[src/hw/board_ctrl_pkg.sv]
package board_ctrl_pkg;

	// GPIO lines on the board header
	localparam int GPIO_CNT = 8;

	typedef logic [GPIO_CNT-1:0] gpio_t;

	// Reset hold time is 2^width - 1 cycles of clk_4x_w
	localparam int RST_CNT_W_DFLT = 20;

	// Dimming counter for the activity indicator
	localparam int ACT_CNT_W = 1;

	// Software reset command, bit 0 is rst0 and bit 1 is rst1
	//   2'b11 cold reset
	//   2'b10 warm reset
	//   2'b01 power-off
	//   2'b00 no command
	typedef logic [1:0] swrst_cmd_t;

	// Bus slave indices
	localparam int DEV_CNT = 10;

	typedef logic [$clog2(DEV_CNT)-1:0] dev_idx_t;

	localparam dev_idx_t DEV_SDCARD  = 4'd0;
	localparam dev_idx_t DEV_DEVTBL  = 4'd1;
	localparam dev_idx_t DEV_GPIO    = 4'd2;
	localparam dev_idx_t DEV_INTCTRL = 4'd3;
	localparam dev_idx_t DEV_UART    = 4'd4;
	localparam dev_idx_t DEV_RAM     = 4'd5;
	localparam dev_idx_t DEV_RAMCTRL = 4'd6;
	localparam dev_idx_t DEV_BOOTLDR = 4'd7;
	localparam dev_idx_t DEV_FBDEV   = 4'd8;
	// Default slave that catches accesses outside the map
	localparam dev_idx_t DEV_INVALID = 4'd9;

	// Device-type ID reported by the device table
	typedef logic [7:0] dev_id_t;

	// Interrupt controller source lines
	localparam int INT_SRC_CNT = 3;

	typedef logic [$clog2(INT_SRC_CNT)-1:0] int_src_t;

	localparam int_src_t INT_SRC_SDCARD = 2'd0;
	localparam int_src_t INT_SRC_GPIO   = 2'd1;
	localparam int_src_t INT_SRC_UART   = 2'd2;

endpackage

[src/hw/rst_seq.sv]
module rst_seq
	import board_ctrl_pkg::*;
#(
	parameter int RST_CNT_W = RST_CNT_W_DFLT
) (
	 input  logic       clk_4x_w
	,input  logic       rst_p

	,input  logic       pll_locked_i
	,input  logic       cpu_rst_req_i
	,input  swrst_cmd_t swrst_cmd_i

	,output logic       sys_rst_o
	,output logic       ram_rst_o
	,output logic       cold_rst_o
);

	logic swcold;
	logic swwarm;
	logic swpwroff;

	logic [RST_CNT_W-1:0] sys_cnt;
	logic [RST_CNT_W-1:0] ram_cnt;

	logic pwroff_r;

	logic sys_reload;

	// Software reset command decode
	assign swcold   = swrst_cmd_i[0] & swrst_cmd_i[1];
	assign swwarm   = ~swrst_cmd_i[0] & swrst_cmd_i[1];
	assign swpwroff = swrst_cmd_i[0] & ~swrst_cmd_i[1];

	// Any of these restarts the full hold time
	assign sys_reload = rst_p | cpu_rst_req_i | swwarm;

	// System reset counter
	// Reloads while a request is present, then counts down to zero
	always_ff @(posedge clk_4x_w) begin
		if (sys_reload) begin
			sys_cnt <= '1;
		end else if (sys_cnt != '0) begin
			sys_cnt <= sys_cnt - 1'b1;
		end
	end

	// Power-off latch
	// Only the external reset brings the board back
	always_ff @(posedge clk_4x_w) begin
		if (swpwroff) begin
			pwroff_r <= 1'b1;
		end else if (rst_p) begin
			pwroff_r <= 1'b0;
		end
	end

	// Memory reset counter
	// Ignores software and processor requests so the memory
	// contents survive a warm reset
	always_ff @(posedge clk_4x_w) begin
		if (rst_p) begin
			ram_cnt <= '1;
		end else if (pll_locked_i && (ram_cnt != '0)) begin
			ram_cnt <= ram_cnt - 1'b1;
		end
	end

	// PLL loss takes effect in the same cycle
	assign sys_rst_o = (|sys_cnt) | pwroff_r | ~pll_locked_i;

	assign ram_rst_o = |ram_cnt;

	assign cold_rst_o = swcold;

endmodule

[src/hw/activity_led.sv]
module activity_led
	import board_ctrl_pkg::*;
(
	 input  logic  clk_4x_w
	,input  logic  rst_p

	,input  logic  sd_di_i
	,input  logic  sd_do_i
	,input  logic  dram_err_i

	,input  gpio_t gpio_i
	,output gpio_t gp_o
);

	logic                 act_trig;
	logic                 act_r;
	logic [ACT_CNT_W-1:0] act_cnt;

	// SD lines idle high, so a low on either one is bus traffic
	assign act_trig = ~(sd_di_i & sd_do_i) | dram_err_i;

	// One pulse then a quiet gap of 2^ACT_CNT_W - 1 cycles
	// keeps the LED at reduced brightness under constant traffic
	always_ff @(posedge clk_4x_w) begin
		if (rst_p) begin
			act_r   <= 1'b0;
			act_cnt <= '0;
		end else if (act_cnt != '0) begin
			act_r   <= 1'b0;
			act_cnt <= act_cnt - 1'b1;
		end else if (act_trig) begin
			act_r   <= 1'b1;
			act_cnt <= '1;
		end else begin
			act_r   <= 1'b0;
		end
	end

	// Activity shares the LED on GPIO bit 0
	assign gp_o = gpio_i | {{(GPIO_CNT-1){1'b0}}, act_r};

endmodule

[src/hw/dev_table.sv]
module dev_table
	import board_ctrl_pkg::*;
(
	 input  logic     clk_4x_w
	,input  logic     rst_p

	,input  logic     rd_stb_i
	,input  dev_idx_t rd_idx_i

	,output logic     rd_vld_o
	,output logic     rd_useintr_o
	,output dev_id_t  rd_id_o
	,output int_src_t rd_int_src_o
);

	dev_idx_t lkup_idx;
	dev_id_t  lkup_id;
	logic     lkup_useintr;
	int_src_t lkup_int_src;

	// Unmapped indices fall on the default slave
	assign lkup_idx = (rd_idx_i < DEV_CNT) ? rd_idx_i : DEV_INVALID;

	// Constant table of device ID, interrupt use and source line
	always_comb begin
		lkup_id      = 8'd0;
		lkup_useintr = 1'b0;
		lkup_int_src = '0;
		case (lkup_idx)
			DEV_SDCARD: begin
				lkup_id      = 8'd4;
				lkup_useintr = 1'b1;
				lkup_int_src = INT_SRC_SDCARD;
			end
			DEV_DEVTBL: begin
				lkup_id = 8'd7;
			end
			DEV_GPIO: begin
				lkup_id      = 8'd6;
				lkup_useintr = 1'b1;
				lkup_int_src = INT_SRC_GPIO;
			end
			DEV_INTCTRL: begin
				lkup_id = 8'd3;
			end
			DEV_UART: begin
				lkup_id      = 8'd5;
				lkup_useintr = 1'b1;
				lkup_int_src = INT_SRC_UART;
			end
			DEV_RAM: begin
				lkup_id = 8'd1;
			end
			DEV_RAMCTRL: begin
				lkup_id = 8'd0;
			end
			DEV_BOOTLDR: begin
				lkup_id = 8'd0;
			end
			DEV_FBDEV: begin
				lkup_id = 8'd10;
			end
			DEV_INVALID: begin
				lkup_id = 8'd0;
			end
			default: begin
				lkup_id = 8'd0;
			end
		endcase
	end

	// Reply strobe follows the request by one cycle
	always_ff @(posedge clk_4x_w) begin
		if (rst_p) begin
			rd_vld_o <= 1'b0;
		end else begin
			rd_vld_o <= rd_stb_i;
		end
	end

	// Reply data, held between requests
	always_ff @(posedge clk_4x_w) begin
		if (rd_stb_i) begin
			rd_id_o      <= lkup_id;
			rd_useintr_o <= lkup_useintr;
			rd_int_src_o <= lkup_int_src;
		end
	end

endmodule

[src/hw/board_ctrl_top.sv]
module board_ctrl_top
	import board_ctrl_pkg::*;
#(
	parameter int RST_CNT_W = RST_CNT_W_DFLT
) (
	 input  logic       clk_4x_w
	,input  logic       rst_p

	// Status from the PLL and the processor
	,input  logic       pll_locked_i
	,input  logic       cpu_rst_req_i
	,input  swrst_cmd_t swrst_cmd_i

	// SD-card bus lines, DRAM init status and GPIO value
	,input  logic       sd_di_i
	,input  logic       sd_do_i
	,input  logic       dram_err_i
	,input  gpio_t      gpio_i

	// Device-table lookup request
	,input  logic       rd_stb_i
	,input  dev_idx_t   rd_idx_i

	// Reset outputs
	,output logic       sys_rst_o
	,output logic       ram_rst_o
	,output logic       cold_rst_o
	,output logic       sd_reset_o

	,output gpio_t      gp_o

	// Device-table lookup reply
	,output logic       rd_vld_o
	,output logic       rd_useintr_o
	,output dev_id_t    rd_id_o
	,output int_src_t   rd_int_src_o
);

	rst_seq #(
		.RST_CNT_W (RST_CNT_W)
	) u_rst_seq (
		 .clk_4x_w      (clk_4x_w)
		,.rst_p         (rst_p)
		,.pll_locked_i  (pll_locked_i)
		,.cpu_rst_req_i (cpu_rst_req_i)
		,.swrst_cmd_i   (swrst_cmd_i)
		,.sys_rst_o     (sys_rst_o)
		,.ram_rst_o     (ram_rst_o)
		,.cold_rst_o    (cold_rst_o)
	);

	// SD card stays unpowered while the system is in reset
	assign sd_reset_o = sys_rst_o;

	activity_led u_activity_led (
		 .clk_4x_w   (clk_4x_w)
		,.rst_p      (rst_p)
		,.sd_di_i    (sd_di_i)
		,.sd_do_i    (sd_do_i)
		,.dram_err_i (dram_err_i)
		,.gpio_i     (gpio_i)
		,.gp_o       (gp_o)
	);

	dev_table u_dev_table (
		 .clk_4x_w     (clk_4x_w)
		,.rst_p        (rst_p)
		,.rd_stb_i     (rd_stb_i)
		,.rd_idx_i     (rd_idx_i)
		,.rd_vld_o     (rd_vld_o)
		,.rd_useintr_o (rd_useintr_o)
		,.rd_id_o      (rd_id_o)
		,.rd_int_src_o (rd_int_src_o)
	);

endmodule

[config.mk]
export PLATFORM = sky130hd
export DESIGN_NAME = board_ctrl_top
export DESIGN_NICKNAME = d
export VERILOG_FILES = /design/src/hw/board_ctrl_pkg.sv /design/src/hw/rst_seq.sv /design/src/hw/activity_led.sv /design/src/hw/dev_table.sv /design/src/hw/board_ctrl_top.sv
export SDC_FILE = /design/constraint.sdc
export NUM_CORES = 1
export LEC_CHECK = 0
export ABC_AREA = 1
export ABC_CLOCK_PERIOD_IN_PS = 2350
export BUFFER_PORTS_ARGS = -buffer_cell sky130_fd_sc_hd__buf_2
export CAP_MARGIN = 20
export CORE_MARGIN = 5
export CORE_UTILIZATION = 42
export CTS_CLUSTER_DIAMETER = 100
export DETAILED_ROUTE_END_ITERATION = 8
export MAX_ROUTING_LAYER = met4
export PLACE_DENSITY_LB_ADDON = 0.3
export SLEW_MARGIN = 20
export SYNTH_ARGS = -nofsm -noshare
export SYNTH_HDL_FRONTEND = slang
export SYNTH_SLANG_ARGS = --single-unit
[constraint.sdc]
create_clock -name clk_4x_w -period 2.35 [get_ports clk_4x_w]
set_input_delay 0.235 -clock clk_4x_w [delete_from_list [all_inputs] [get_ports clk_4x_w]]
set_output_delay 0.235 -clock clk_4x_w [all_outputs]
set_load 0.03 [all_outputs]
Word-level counts from Yosys, hierarchy flattened

Cells that the tools add are included.

Add/sub/neg operators: 3
$lt $le $gt $ge: 1
Equal/unequal tests: 6
Muxes and demuxes: 6
Bitwise operators: 14
Reduce and logical (&&, ||, !) cells: 8

Operators by type and width:

| operator                                                             | count |
|---|---|
| 20-bit nonzero test                                                  | 2 |
| 20-bit OR reduction                                                  | 2 |
| 20-bit by 1-bit subtractor with 20-bit output, second input constant | 2 |
| 4-bit case mux with 7 select lines                                   | 1 |
| 4-bit by 2-bit == test with 1-bit output, second input constant      | 2 |
| 4-bit by 3-bit == test with 1-bit output, second input constant      | 2 |
| 8-bit by 1-bit bitwise OR with 8-bit output                          | 1 |
| 1-bit bitwise OR                                                     | 5 |
| 1-bit AND                                                            | 4 |
| 4-bit by 1-bit == test with 1-bit output, second input constant      | 1 |
| 4-bit == test, second input constant                                 | 1 |
| 4-bit zero test                                                      | 1 |
| 4-bit less-than comparator, second input constant                    | 1 |
| 4-bit two-way mux                                                    | 1 |
| 1-bit inverter                                                       | 4 |
| 2-bit case mux with 2 select lines                                   | 1 |
| 1-bit two-way mux                                                    | 3 |
| 3-bit OR reduction                                                   | 1 |
| 2-bit OR reduction                                                   | 1 |
| 1-bit logical AND                                                    | 1 |
| 1-bit subtractor, second input constant                              | 1 |

Flip-flop bits (word level): 55
Input port bits: 22
Output and inout port bits: 24

Longest topological paths before layout

Depth after elaboration: 5
Depth in mapped cells: 10
Gate-level depth less buffers: 9

Hierarchy

Synthesis repeated with hierarchy kept, for this count alone.

Cells, all modules: 421
Area, all modules: 2,899.0 um2

Modules (own cells, without submodules):

| module         | instances | cells each | area each (um2) | seq. area each (um2) |
|---|---|---|---|---|
| rst_seq        | 1         | 367        | 2,389.8         | 820.8 |
| dev_table      | 1         | 36         | 374.1           | 230.2 |
| activity_led   | 1         | 17         | 127.6           | 40.0 |
| board_ctrl_top | 1         | 1          | 7.5             | 0.0 |

Worst setup path after synthesis

No wires, ideal clock.

Kind: register to output
Start: register u_rst_seq.sys_cnt[0]
End: output port sys_rst_o
Data arrival time: 1.727 ns
Required time: 2.115 ns
Path slack: 0.388 ns
Stages on the path, launching flop included: 9
Path buffers: 2
Cell sequence: dfxtp_1 -> inv_1 -> ha_1 -> nand3_1 -> nor2_1 -> nand3b_4 -> buf_6 -> nand3b_1 -> buf_4

Word-level cells in the longest chain between the ends: 3

Ends and longest elaborated chain:

| item                          | RTL line             | text |
|---|---|---|
| start: declaration            | rst_seq.sv:22        | `logic [RST_CNT_W-1:0] sys_cnt;` |
| start signal: assignment      | rst_seq.sv:43        | `sys_cnt <= sys_cnt - 1'b1;` |
| 20-bit OR reduction           | rst_seq.sv:69        | `assign sys_rst_o = (\|sys_cnt) \| pwroff_r \| ~pll_locked_i;` |
| 1-bit bitwise OR (2 in a row) | rst_seq.sv:69        |  |
| end: declaration              | board_ctrl_top.sv:25 | `,output logic sys_rst_o` |

No other way between the ends.

Worst setup path in the final report

Ends and elaborated chain as after synthesis.

==> results_tabular.tex <==
\begin{tabular}{lr}
\hline
Metric & Value \\
\hline
\multicolumn{2}{l}{\textbf{Outcome}} \\
\quad Run status & completed \\
\multicolumn{2}{l}{\textbf{Setup path}} \\
\quad Reg2Reg Launch Point & u\_rst\_seq.ram\_cnt[0] \\
\quad Source of the critical timing path & u\_rst\_seq.sys\_cnt[0] \\
\quad Worst Reg2Reg Path Length in Cells & 9 \\
\quad Register-to-register path setup slack & around 0.67 ns \\
\quad Setup CP Type & flop to primary output \\
\quad Reg-to-reg critical path endpoint & u\_rst\_seq.ram\_cnt[12] \\
\quad Arrival @ worst endpoint & between 1.5 and 2 ns \\
\quad Type of origin of the critical path & flop \\
\quad Critical path required time & roughly 2.1 ns \\
\quad Termination of the worst setup path & sys\_rst\_o \\
\quad Worst Path Max Fanout & 15 \\
\quad Category of the worst setup path capture point & primary output \\
\multicolumn{2}{l}{\textbf{Timing}} \\
\quad Final critical-path share of the clock period & about nine tenths \\
\quad Hold violation count in the final report & 0 \\
\quad Worst Hold Margin & about 0.13 ns \\
\quad Number of setup violations in the final report & 0 \\
\quad Total Neg Setup Slack & 0 ns \\
\quad Minimum clock period after layout & 2.10 ns \\
\quad Final Max Slew Viols & 0 \\
\quad Setup repair after global routing missed its margin & no \\
\quad Maximum achievable frequency & roughly 480 MHz \\
\quad Clock Skew & a little under 0.007 ns \\
\multicolumn{2}{l}{\textbf{Floorplanning}} \\
\quad Die Width & approximately 93 µm \\
\quad Core Rows & 30 \\
\quad Die boundary height & 92.5 µm \\
\quad Initial core utilization & between 40\% and 50\% \\
\quad I/O pins & 46 \\
\quad Core area & 0.00672 mm² \\
\quad Full die area & 0.00856 mm² \\
\multicolumn{2}{l}{\textbf{Min path}} \\
\quad Worst hold path class & input pin to flop \\
\quad Worst hold path cell count & 2 \\
\multicolumn{2}{l}{\textbf{Synthesis}} \\
\quad Top-area cell type share of the netlist area & 30.8\% \\
\quad Adder-cell share of the synthesized area & around 1.7\% \\
\quad Sequential area share after synthesis & about two fifths \\
\quad Gate count of the mapped netlist & around 410 \\
\quad Count leader, synth & nand2\_1 \\
\quad Area fraction in compound gates after synthesis & 8.22\% \\
\quad Number of warnings reported in the yosys synthesis log & 0 \\
\quad \#FFs+latches synth & between 50 and 60 \\
\quad Top cells by count, synth & nand2\_1 (114), nor2\_1 (66), dfxtp\_1 (44) \\
\quad Largest family of logic cells by synthesized area & simple AND/OR/NAND/NOR gates \\
\quad Mapped Area & approximately 0.0029 mm² \\
\quad Share of synthesized registers carrying an async set or reset & 0\% \\
\quad Largest cells by area after synthesis & dfxtp\_1 (31\%), nand2\_1 (15\%), nor2\_1 (8.7\%) \\
\quad Count of cell types in the netlist & 34 \\
\quad Post-Synth Simple-Gate Area & between 30\% and 40\% \\
\quad Average instance area after synthesis & roughly 7.0 µm² \\
\quad Mux cell area share after synthesis & 0\% \\
\quad Commonest register cell after synthesis & dfxtp\_1 \\
\quad Number of synthesized flops with an enable pin & 7 \\
\quad Cell accounting for the most synthesized area & dfxtp\_1 \\
\quad Synthesized-area fraction occupied by xor and xnor cells & 4.29\% \\
\multicolumn{2}{l}{\textbf{Detailed routing}} \\
\quad Post-route ant nets & 0 \\
\quad Number of DRC markers in iteration 0 & just over 100 \\
\quad Routed via count divided by cell count & approximately 4.9 \\
\quad Remaining design rule violation count & 0 \\
\quad Detailed Routing Iterations Pass 1 & 4 \\
\quad DR WL/cell & approximately 12 µm \\
\quad Final Routed Wirelength & between 5000 and 6000 µm \\
\quad Via Count & 2,496 \\
\multicolumn{2}{l}{\textbf{Global routing}} \\
\quad Via count of the first global-routing pass & about 2,400 \\
\quad Global-route wire length before repair & between 10,000 and 15,000 µm \\
\quad Pin count of the biggest net entering global routing & 24 \\
\quad Overflow after GRT & 0 \\
\quad Global Route Usage Sum & between 10\% and 20\% \\
\quad Initial antenna violation count & 0 \\
\multicolumn{2}{l}{\textbf{Placed design}} \\
\quad Detailed-placement wirelength estimate & roughly 4500 µm \\
\quad Routability-driven placement congestion ratio & just over 0.9 \\
\quad Buffers on Ports & 27 \\
\multicolumn{2}{l}{\textbf{Finish}} \\
\quad Final core area utilization & approximately 46\% \\
\quad Ratio of cells with drive above 1 in the final layout & 13.0\% \\
\quad Synth-to-Final Area Change & 8.00\% \\
\quad Number of fill cells & about 690 \\
\quad Antenna diode count & 0 \\
\quad Number of nets in the layout & about 460 \\
\multicolumn{2}{l}{\textbf{Job}} \\
\quad Maxcap violations & 0 \\
\multicolumn{2}{l}{\textbf{Clock network}} \\
\quad TritonCTS clock tree & done \\
\quad Number of CTS-inserted buffers & 5 \\
\quad Setup bufs post-CTS & 0 \\
\quad Hold buffer count at CTS & 0 \\
\quad Clock-pin slew of the registers on the worst-case setup and hold paths & 0.10 ns \\
\quad Root buffer selected by CTS & clkbuf\_8 \\
\quad Later-pin clock latency in the skew report & approximately 0.31 ns \\
\quad Total number of H-tree levels & 2 \\
\quad TritonCTS sink count & 51 \\
\quad Cts repair resizes & 0 \\
\quad Number of buffers on the longest clock path & 2 \\
\multicolumn{2}{l}{\textbf{Power and ir drop}} \\
\quad Total leakage power & approximately 1.4 nW \\
\quad Pwr per Cell Area & around 570 mW/mm² \\
\quad VDD IR-drop max & $\sim$290 µV \\
\hline
\end{tabular}
-- where the power goes --
group	leakage (nW)	internal [mW]	switching [mW]
Combinational	0.872	0.0614	0.119
Sequential	0.429	0.924	0.0333
Clock	0.0581	0.318	0.310
Total	1.36	1.30	0.463
-- flip-flops by register name (all words and copies together) (netlist names) --
name / cells
u_rst_seq.ram_cnt: 20
u_rst_seq.sys_cnt: 20
u_dev_table.rd_id_o: 4
u_dev_table.rd_int_src_o: 2
u_activity_led.act_cnt: 1
u_activity_led.act_r: 1
u_dev_table.rd_useintr_o: 1
u_dev_table.rd_vld_o: 1
u_rst_seq.pwroff_r: 1
-- how the worst min path moves through the flow --
stage                                 startpoint                     end  slack, ns
after floorplan                            rst_p    u_dev_table.rd_vld_o       0.31
after global placement    u_activity_led.act_cnt  u_activity_led.act_cnt       0.41
after detailed placement  u_activity_led.act_cnt    u_activity_led.act_r       0.42
after CTS                                  rst_p    u_dev_table.rd_vld_o       0.13
after global routing                       rst_p    u_dev_table.rd_vld_o       0.13
final                                      rst_p    u_dev_table.rd_vld_o       0.13
-- cell type report --
cell class / count / area (µm²) / area share, %
multi-input combinational: 307 / 1500 / 48.5
sequential: 51 / 1090 / 35.3
inverter: 36 / 138 / 4.45
clock inverter: 3 / 43.8 / 1.42
clock buffer: 5 / 68.8 / 2.23
tap: 80 / 100 / 3.24
timing repair buffer: 29 / 150 / 4.86
-- layer usage --
layer	track usage (%)	wire [µm]
met2	26.2	2970
met4	4.83	68
met5	-	0
met3	3.33	162
met1	17.2	2740
-- logic make-up after synthesis --
| group | count (synthesis) |
|---|---|
| AO/OA/AOI/OAI | 39 |
| other | 1 |
| flip-flops | 51 |
| buffers and inverters | 56 |
| AND/OR/NAND/NOR | 246 |
| XOR/XNOR | 14 |
| adder cells (fa/ha/maj) | 4 |
-- critical path, stage by stage, from the launching register on --
cell,delay [ns]
dfxtp_1,0.32
inv_1,0.15
ha_1,0.21
nand3_1,0.08
nor2_1,0.16
nand3b_4,0.21
nand3b_1,0.22
buf_2,0.19
-- placed cells by master, fill, tap and decap left out, types with 2 or more instances in the layout --
cell	Yosys	layout
xor2_1	8	8
a211oi_1	2	2
nand3_1	35	35
edfxtp_1	7	7
nor2_4	2	2
buf_2	1	27
ha_1	4	4
inv_1	35	35
nand2_1	114	114
a21oi_1	5	5
a21boi_0	5	5
nand4_1	5	5
o211ai_1	6	6
nand3_2	2	2
nand3b_1	2	2
conb_1	1	4
xnor2_1	6	6
nor2_1	66	66
nor2_2	10	10
or2_2	2	2
buf_4	14	2
clkbuf_8	0	5
o21ai_1	3	3
o21ai_0	15	15
nor3_1	6	6
dfxtp_1	44	44
-- stage by stage --
stage	cell area (µm²)	total power, mW	setup slack [ns]	cells
floorplan	2870	1.13	0.388	414
global placement	2980	1.15	0.623	503
detailed placement	2980	1.16	0.592	503
CTS	3090	1.79	0.234	511
global route	3090	1.85	0.0507	511
finish	3090	1.77	0.252	511
No activity file was read; power rests on OpenSTA's default activity.
